--- config.mk ---
export PLATFORM = sky130hd
export DESIGN_NAME = rob_top
export DESIGN_NICKNAME = d
export VERILOG_FILES = /design/src/rob_pkg.sv /design/src/result_bus.sv /design/src/branch_check.sv /design/src/rob_core.sv /design/src/rob_top.sv
export VERILOG_INCLUDE_DIRS = /design/src
export SDC_FILE = /design/constraint.sdc
export NUM_CORES = 2
export LEC_CHECK = 0
export BUFFER_PORTS_ARGS = -buffer_cell sky130_fd_sc_hd__buf_2
export CORE_UTILIZATION = 50
export CTS_CLUSTER_SIZE = 28
export DETAILED_ROUTE_END_ITERATION = 12
export GPL_TIMING_DRIVEN = 0
export PLACE_DENSITY = 0.66
export RECOVER_POWER = 25
export SLEW_MARGIN = 20
export SYNTH_ARGS = -nofsm -noshare
export SYNTH_HDL_FRONTEND = slang
export SYNTH_HIERARCHICAL = 1
export SYNTH_SLANG_ARGS = --single-unit
--- constraint.sdc ---
create_clock -name clk -period 6.92 [get_ports clk]
set_input_delay 0.692 -clock clk [delete_from_list [all_inputs] [get_ports clk]]
set_output_delay 0.692 -clock clk [all_outputs]
set_load 0.1 [all_outputs]
--- src/rob_defs.svh ---
`ifndef ROB_DEFS_SVH
`define ROB_DEFS_SVH

// reorder buffer geometry
`define ROB_DEPTH 16
`define ROB_TAG_W 4   // log2 of ROB_DEPTH

// datapath
`define XLEN      32  // data and pc width
`define REG_W     5   // architectural register number

`endif

--- src/rob_pkg.sv ---
`include "rob_defs.svh"

package rob_pkg;

   // kind_none on the issue port means nothing offered
   typedef enum logic [1:0] {
      kind_alu    = 2'd0,
      kind_load   = 2'd1,
      kind_branch = 2'd2,
      kind_none   = 2'd3
   } inst_kind_t;

   // head/tail pointer, extra msb tells full from empty
   typedef logic [$clog2(`ROB_DEPTH):0] rob_ptr_t;

   typedef struct packed {
      inst_kind_t          kind;
      logic [`REG_W-1:0]   dest;       // zero for branches
      logic [`XLEN-1:0]    value;      // result, or branch outcome
      logic                busy;
      logic                ready;
      logic                pred_taken;
      logic [`XLEN-1:0]    pred_pc;
      logic [`XLEN-1:0]    taken_pc;   // pc4 + shifted offset
      logic [`XLEN-1:0]    pc4;        // fall-through
   } rob_entry_t;

endpackage

--- src/result_bus.sv ---
`timescale 1ns/1ps
`include "rob_defs.svh"

module result_bus (
   input  logic                  clk,
   input  logic                  rst,
   input  logic                  alu_req,
   input  logic [`ROB_TAG_W-1:0] alu_tag,
   input  logic [`XLEN-1:0]      alu_value,
   input  logic                  load_req,
   input  logic [`ROB_TAG_W-1:0] load_tag,
   input  logic [`XLEN-1:0]      load_value,
   output logic                  alu_grant,
   output logic                  load_grant,
   output logic                  cdb_valid,
   output logic [`ROB_TAG_W-1:0] cdb_tag,
   output logic [`XLEN-1:0]      cdb_value
);

   logic last_load;  // load won the last contested or single grant

   // round robin, loser of the last grant goes first
   assign alu_grant  = alu_req & (~load_req | last_load);
   assign load_grant = load_req & (~alu_req | ~last_load);

   always_ff @(posedge clk or negedge rst) begin
      if (!rst) begin
         last_load <= 1'b1;  // alu first out of reset
      end else if (alu_grant) begin
         last_load <= 1'b0;
      end else if (load_grant) begin
         last_load <= 1'b1;
      end
   end

   assign cdb_valid = alu_grant | load_grant;
   assign cdb_tag   = load_grant ? load_tag : alu_tag;
   assign cdb_value = load_grant ? load_value : alu_value;

   // contested cycle goes to whoever did not win the previous grant
   a_round_robin: assert property (@(posedge clk) disable iff (!rst)
      (alu_req && load_req && $past(cdb_valid)) |-> (load_grant == $past(alu_grant)))
      else $error("contested grant did not alternate");

endmodule

--- src/branch_check.sv ---
`timescale 1ns/1ps
`include "rob_defs.svh"

module branch_check (
   input  logic                head_valid,
   input  rob_pkg::rob_entry_t head_entry,
   output logic                mispredict,
   output logic [`XLEN-1:0]    pc_resolved
);

   import rob_pkg::*;

   logic head_branch;
   logic taken;
   logic dir_miss;
   logic tgt_miss;

   assign head_branch = head_valid && head_entry.ready && head_entry.kind == kind_branch;
   assign taken       = |head_entry.value;  // bne: nonzero difference means taken

   assign dir_miss = head_branch && (taken != head_entry.pred_taken);
   // only a taken prediction carries a target worth checking
   assign tgt_miss = head_branch && head_entry.pred_taken &&
                     (head_entry.pred_pc != head_entry.taken_pc);

   assign mispredict = dir_miss | tgt_miss;

   always_comb begin
      if (dir_miss) begin
         pc_resolved = head_entry.pred_taken ? head_entry.pc4 : head_entry.taken_pc;
      end else if (tgt_miss) begin
         pc_resolved = head_entry.taken_pc;
      end else begin
         pc_resolved = head_entry.pred_pc;
      end
   end

   // pointer-based head_valid must agree with the busy bit kept in the core
   always_comb begin
      assert (!mispredict || (head_valid && head_entry.busy && head_entry.ready &&
                              head_entry.kind == kind_branch))
         else $error("mispredict without a ready branch at the head");
   end

endmodule

--- src/rob_core.sv ---
`timescale 1ns/1ps
`include "rob_defs.svh"

module rob_core (
   input  logic                  clk,
   input  logic                  rst,
   input  rob_pkg::inst_kind_t   issue_kind,
   input  logic [`REG_W-1:0]     issue_dest,
   input  logic [`XLEN-1:0]      issue_pc4,
   input  logic [`XLEN-1:0]      issue_offset,  // already shifted
   input  logic                  issue_pred_taken,
   input  logic [`XLEN-1:0]      issue_pred_pc,
   input  logic                  cdb_valid,
   input  logic [`ROB_TAG_W-1:0] cdb_tag,
   input  logic [`XLEN-1:0]      cdb_value,
   input  logic                  mispredict,
   output logic                  stall,
   output logic [`ROB_TAG_W-1:0] alloc_tag,
   output rob_pkg::rob_entry_t   head_entry,
   output logic                  head_valid,
   output logic                  commit_valid,
   output logic [`REG_W-1:0]     commit_dest,
   output logic [`XLEN-1:0]      commit_value
);

   import rob_pkg::*;

   rob_entry_t entries [`ROB_DEPTH];
   rob_entry_t new_entry;

   rob_ptr_t              head_ptr;
   rob_ptr_t              tail_ptr;
   logic [`ROB_TAG_W-1:0] head_idx;
   logic [`ROB_TAG_W-1:0] tail_idx;

   logic full;
   logic issue_ok;
   logic retire;
   logic commit_next;

   // ----------------------------------------
   // pointers and status
   // ----------------------------------------
   assign head_idx = head_ptr[`ROB_TAG_W-1:0];
   assign tail_idx = tail_ptr[`ROB_TAG_W-1:0];

   assign full = (head_ptr[`ROB_TAG_W] != tail_ptr[`ROB_TAG_W]) && (head_idx == tail_idx);

   assign stall      = full;
   assign alloc_tag  = tail_idx;
   assign head_valid = head_ptr != tail_ptr;
   assign head_entry = entries[head_idx];

   assign issue_ok    = !stall && !mispredict && issue_kind != kind_none;
   assign retire      = head_valid && head_entry.ready && !mispredict;
   assign commit_next = retire && head_entry.kind != kind_branch;  // branches retire silently

   // ----------------------------------------
   // entry built at allocation
   // ----------------------------------------
   always_comb begin
      new_entry            = '0;
      new_entry.kind       = issue_kind;
      new_entry.busy       = 1'b1;
      new_entry.pred_pc    = issue_pred_pc;
      new_entry.taken_pc   = issue_pc4 + issue_offset;
      new_entry.pc4        = issue_pc4;
      if (issue_kind == kind_alu || issue_kind == kind_load) begin
         new_entry.dest = issue_dest;
      end
      if (issue_kind == kind_branch) begin
         new_entry.pred_taken = issue_pred_taken;
      end
   end

   // ----------------------------------------
   // result write, issue, retire and flush
   // ----------------------------------------
   always_ff @(posedge clk or negedge rst) begin
      if (!rst) begin
         head_ptr     <= '0;
         tail_ptr     <= '0;
         commit_valid <= 1'b0;
         for (int i = 0; i < `ROB_DEPTH; i++) begin
            entries[i] <= '0;
         end
      end else if (mispredict) begin
         // slots outside head..tail are already empty, so clear them all
         for (int i = 0; i < `ROB_DEPTH; i++) begin
            entries[i] <= '0;
         end
         head_ptr     <= tail_ptr;  // branch itself is dropped too
         commit_valid <= 1'b0;
      end else begin
         if (cdb_valid && entries[cdb_tag].busy) begin
            entries[cdb_tag].value <= cdb_value;
            entries[cdb_tag].ready <= 1'b1;
         end

         if (retire) begin
            entries[head_idx] <= '0;
            head_ptr          <= head_ptr + 1'b1;
         end
         commit_valid <= commit_next;

         // tail slot is free here, full blocks issue via stall
         if (issue_ok) begin
            entries[tail_idx] <= new_entry;
            tail_ptr          <= tail_ptr + 1'b1;
         end
      end
   end

   // commit payload, held alongside the pulse
   always_ff @(posedge clk) begin
      if (commit_next) begin
         commit_dest  <= head_entry.dest;
         commit_value <= head_entry.value;
      end
   end

   // ----------------------------------------
   // checks
   // ----------------------------------------
   a_stall_holds: assert property (@(posedge clk) disable iff (!rst)
      stall |=> $stable(tail_ptr))
      else $error("entry allocated while stalled");

   // producers only ever hold tags of live entries
   a_cdb_busy: assert property (@(posedge clk) disable iff (!rst)
      (cdb_valid && !mispredict) |-> entries[cdb_tag].busy)
      else $error("result written to an idle entry");

   a_flush_no_commit: assert property (@(posedge clk) disable iff (!rst)
      mispredict |=> !commit_valid && head_ptr == $past(tail_ptr))
      else $error("mispredicted branch also committed");

endmodule

--- src/rob_top.sv ---
`timescale 1ns/1ps
`include "rob_defs.svh"

module rob_top (
   input  logic                  clk,
   input  logic                  rst,
   input  rob_pkg::inst_kind_t   issue_kind,
   input  logic [`REG_W-1:0]     issue_dest,
   input  logic [`XLEN-1:0]      issue_pc4,
   input  logic [`XLEN-1:0]      issue_offset,
   input  logic                  issue_pred_taken,
   input  logic [`XLEN-1:0]      issue_pred_pc,
   input  logic                  alu_req,
   input  logic [`ROB_TAG_W-1:0] alu_tag,
   input  logic [`XLEN-1:0]      alu_value,
   input  logic                  load_req,
   input  logic [`ROB_TAG_W-1:0] load_tag,
   input  logic [`XLEN-1:0]      load_value,
   output logic                  alu_grant,
   output logic                  load_grant,
   output logic                  stall,
   output logic [`ROB_TAG_W-1:0] alloc_tag,
   output logic                  commit_valid,
   output logic [`REG_W-1:0]     commit_dest,
   output logic [`XLEN-1:0]      commit_value,
   output logic                  mispredict,
   output logic [`XLEN-1:0]      pc_resolved
);

   import rob_pkg::*;

   logic                  cdb_valid;
   logic [`ROB_TAG_W-1:0] cdb_tag;
   logic [`XLEN-1:0]      cdb_value;
   rob_entry_t            head_entry;
   logic                  head_valid;

   // ----------------------------------------
   // completion path
   // ----------------------------------------
   result_bus i_result_bus (
      .clk        (clk),
      .rst        (rst),
      .alu_req    (alu_req),
      .alu_tag    (alu_tag),
      .alu_value  (alu_value),
      .load_req   (load_req),
      .load_tag   (load_tag),
      .load_value (load_value),
      .alu_grant  (alu_grant),
      .load_grant (load_grant),
      .cdb_valid  (cdb_valid),
      .cdb_tag    (cdb_tag),
      .cdb_value  (cdb_value)
   );

   rob_core i_rob_core (
      .clk              (clk),
      .rst              (rst),
      .issue_kind       (issue_kind),
      .issue_dest       (issue_dest),
      .issue_pc4        (issue_pc4),
      .issue_offset     (issue_offset),
      .issue_pred_taken (issue_pred_taken),
      .issue_pred_pc    (issue_pred_pc),
      .cdb_valid        (cdb_valid),
      .cdb_tag          (cdb_tag),
      .cdb_value        (cdb_value),
      .mispredict       (mispredict),
      .stall            (stall),
      .alloc_tag        (alloc_tag),
      .head_entry       (head_entry),
      .head_valid       (head_valid),
      .commit_valid     (commit_valid),
      .commit_dest      (commit_dest),
      .commit_value     (commit_value)
   );

   // head branch resolution, feeds the flush back into the core
   branch_check i_branch_check (
      .head_valid  (head_valid),
      .head_entry  (head_entry),
      .mispredict  (mispredict),
      .pc_resolved (pc_resolved)
   );

endmodule

==> flow_summary.toml <==
[min_path]
hold_depth = 3
hold_class = "in2reg"
min_to = "i_result_bus/last_load"
min-delay-start = "load_req"

[floorplan]
core_area_um2 = 205000
ioPinCount = 258
die_x_um = 457
die_height_um = 457
start_util_pct = 50.4
rows = 166
dieArea_um2 = 209000

[run_status]
violations = "capacitance limit, slew limit, setup timing"
outcome = "finished, violations left"

[finish]
multi_input_area_um2 = 43100
nets = 9504
num-fill-cells = 16708
ff_latch_area_um2 = 56700
final_util_pct = 58.4
syn_to_final_growth_pct = 15.9
final_layout_size_suffix_gt1_share_pct = 21.5
instances_no_fill = 12244

[routing]
drc = 0
detail_route.wl_per_cell_um = 40.3
vias = 88761
viasPerCell = 7.25
ant_nets = 0
firstDrtPassIters = 10
wirelength_um = 493000
first_iter_violations = 15738

[power]
p_switching_mw = 35.3
p_leak_nw = 53.7
power_mw = 74.2
power.density_nw_per_um2 = 619
seqPwrFrac_pct = 29.0
vdd_ir_drop_max_uv = 1030
internal_power_mw = 38.9
swShare_pct = 47.5
pwr-share-clk_pct = 17.8
p_comb_share_pct = 53.2

[clocking]
numClockSinks = 2257
h-tree-depth = 4
path_clk_slew_ps = 60
cts-root-buf = "clkbuf_16"
cts_tree = "built"
cts-buffers-inserted = 231
clock_path_buffers = 3
clock_latency_ps = 930

[worst_setup_path]
rr_endpoint = "i_rob_core/entries[155]"
criticalPathCategory = "reg2reg"
reg2reg_depth = 19
critPathCaptureType = "flip-flop"
worstPathRequired_ps = 7750
arrival_ps = 8010
r2r_slack_ps = -260
worstPathMaxFanout = 10
critPathLaunchType = "flip-flop"
reg2reg_from = "i_rob_core/head_ptr[0]"

[timing]
hold_viol_final = 0
fin_ws_ps = -255
rsz0062_at_grt = "true"
slew_violations = 198
period_share_pct = 104
setup_viol = 1001
max-slew-margin-rel_pct = -218
layout_min_cycle_time_ps = 7180
fmax_mhz = 139
tightest_slew_ps = 4770
fin_worst_skew_ps = 86.0

[global_routing]
grt_pass1_wl_um = 675000
antenna_found_initial = 59
first_global_vias = 84412
grt_max_degree = 144
grt_usage_pct = 47.0
grt_overflow_total = 0

[yosys]
syn_nets = 8945
netlist_instances = 8725
syn_area_um2 = 103000
yosys_warnings = 6
avgSynthCellArea_um2 = 11.9

[place]
dp_hpwl_um = 348000
finalWeightedCongestion = 1.10
dp_cells = 11735
io_buffers = 257

[flow_run]
maxCapViolCount = 2
state kept, by name (all words and copies together), names as in the netlist:
register,count
i_rob_core/commit_valid,1
i_result_bus/last_load,1
i_rob_core/commit_value,32
i_rob_core/entries,2208
i_rob_core/tail_ptr,5
i_rob_core/commit_dest,5
i_rob_core/head_ptr,5
final cells by class:
cell class | count | share of cell area (%)
clock buffer | 370 | 5.87
sequential | 2257 | 47.2
multi-input combinational | 5393 | 35.9
buffer | 977 | 4.58
antenna | 79 | 0.165
clock inverter | 56 | 0.718
inverter | 77 | 0.241
tap | 2688 | 2.80
timing repair buffer | 347 | 2.46
critical path, stage by stage (launching register included):
cell	delay (ps)
dfrtp_1	400
buf_6	230
buf_12	220
clkbuf_8	250
buf_6	260
clkbuf_4	410
mux4_2	360
mux4_2	670
xor2_1	280
nor4_2	390
nand3_1	200
or4b_1	490
clkbuf_2	190
nor2b_4	170
buf_12	150
a211oi_4	270
clkbuf_8	240
and3_2	510
clkbuf_1	1010
a22o_1	290
metal layers:
metal	track usage [%]	up-vias	part of all wire [%]
met5	1.40	-	0.17
met4	33.7	28	9.3
met1	57.7	45139	34
met2	59.2	8590	38
met3	29.6	2082	19
li1	-	32922	-
cells in the final DEF (no fill, tap or decap), drive strengths merged, types with 10 or more instances in the layout:
cell type  instances
dfrtp           2219
diode             79
a2bb2oi           12
clkinv            28
clkbuf          1107
mux2              40
nor3              18
o21ai            453
and2              12
o221ai            32
edfxtp            37
xor2              42
and3              18
mux4             688
inv               84
a21oi            572
nand2           1501
a22o             893
buf              580
nand3             29
a211oi            12
nand2b            32
a22oi            346
nor4              16
or2               17
nand4             10
nor2b             67
xnor2             31
nor2             430
ha                39
a221o             13
bufinv            20
worst max-delay path by stage:
| stage | depth (start not counted) | slack [ps] | end | startpoint |
|---|---|---|---|---|
| final | 19 | -260 | i_rob_core/entries[155] | i_rob_core/head_ptr[0] |
| after global routing | 20 | -50 | i_rob_core/entries[1678] | i_rob_core/head_ptr[0] |
| after CTS | 16 | -20 | pc_resolved[28] | i_rob_core/head_ptr[1] |
| after detailed placement | 21 | -5970 | i_rob_core/entries[2115] | i_rob_core/head_ptr[1] |
| after global placement | 1 | -43530 | i_rob_core/entries[1224] | rst |
| after floorplan | 20 | 90 | i_rob_core/commit_dest[0] | i_rob_core/head_ptr[0] |
metrics by stage:
stage / hold WS, ps / TNS (ps) / worst slack (ps) / cell area [um2]
after CTS: 131 / -43.1 / -16.6 / 119000
after floorplan: 396 / 0 / 89.3 / 103000
final: 159 / -75110 / -255 / 120000
after global placement: 456 / - / -43530 / 108000
after global routing: 162 / -655 / -47.9 / 120000
after detailed placement: 466 / - / -5970 / 110000
power by group through the flow:
| stage | Clock, mW | Combinational, mW | Sequential, mW |
|---|---|---|---|
| 2_1_floorplan | 0 | 19.7 | 21.3 |
| 3_3_place_gp | 0 | 34.1 | 21.3 |
| 3_5_place_dp | 0 | 35.2 | 21.4 |
| 4_1_cts | 13.2 | 36.5 | 21.3 |
| 5_1_grt | 13.7 | 39.2 | 21.9 |
| 6_report | 13.2 | 39.5 | 21.5 |
repair_timing:
| item | in CTS | in global routing |
|---|---|---|
| cloned | 2 | 1 |
| gates resized for setup | 690 | 201 |
| hold endpoints to repair | 78 | 0 |
| setup endpoints to repair | 2289 | 2133 |
| setup buffers | 14 | 4 |
| hold buffers | 2 | 0 |
| pin swaps | 5 | 2 |
Note: power is estimated with default switching activity, not from simulation.
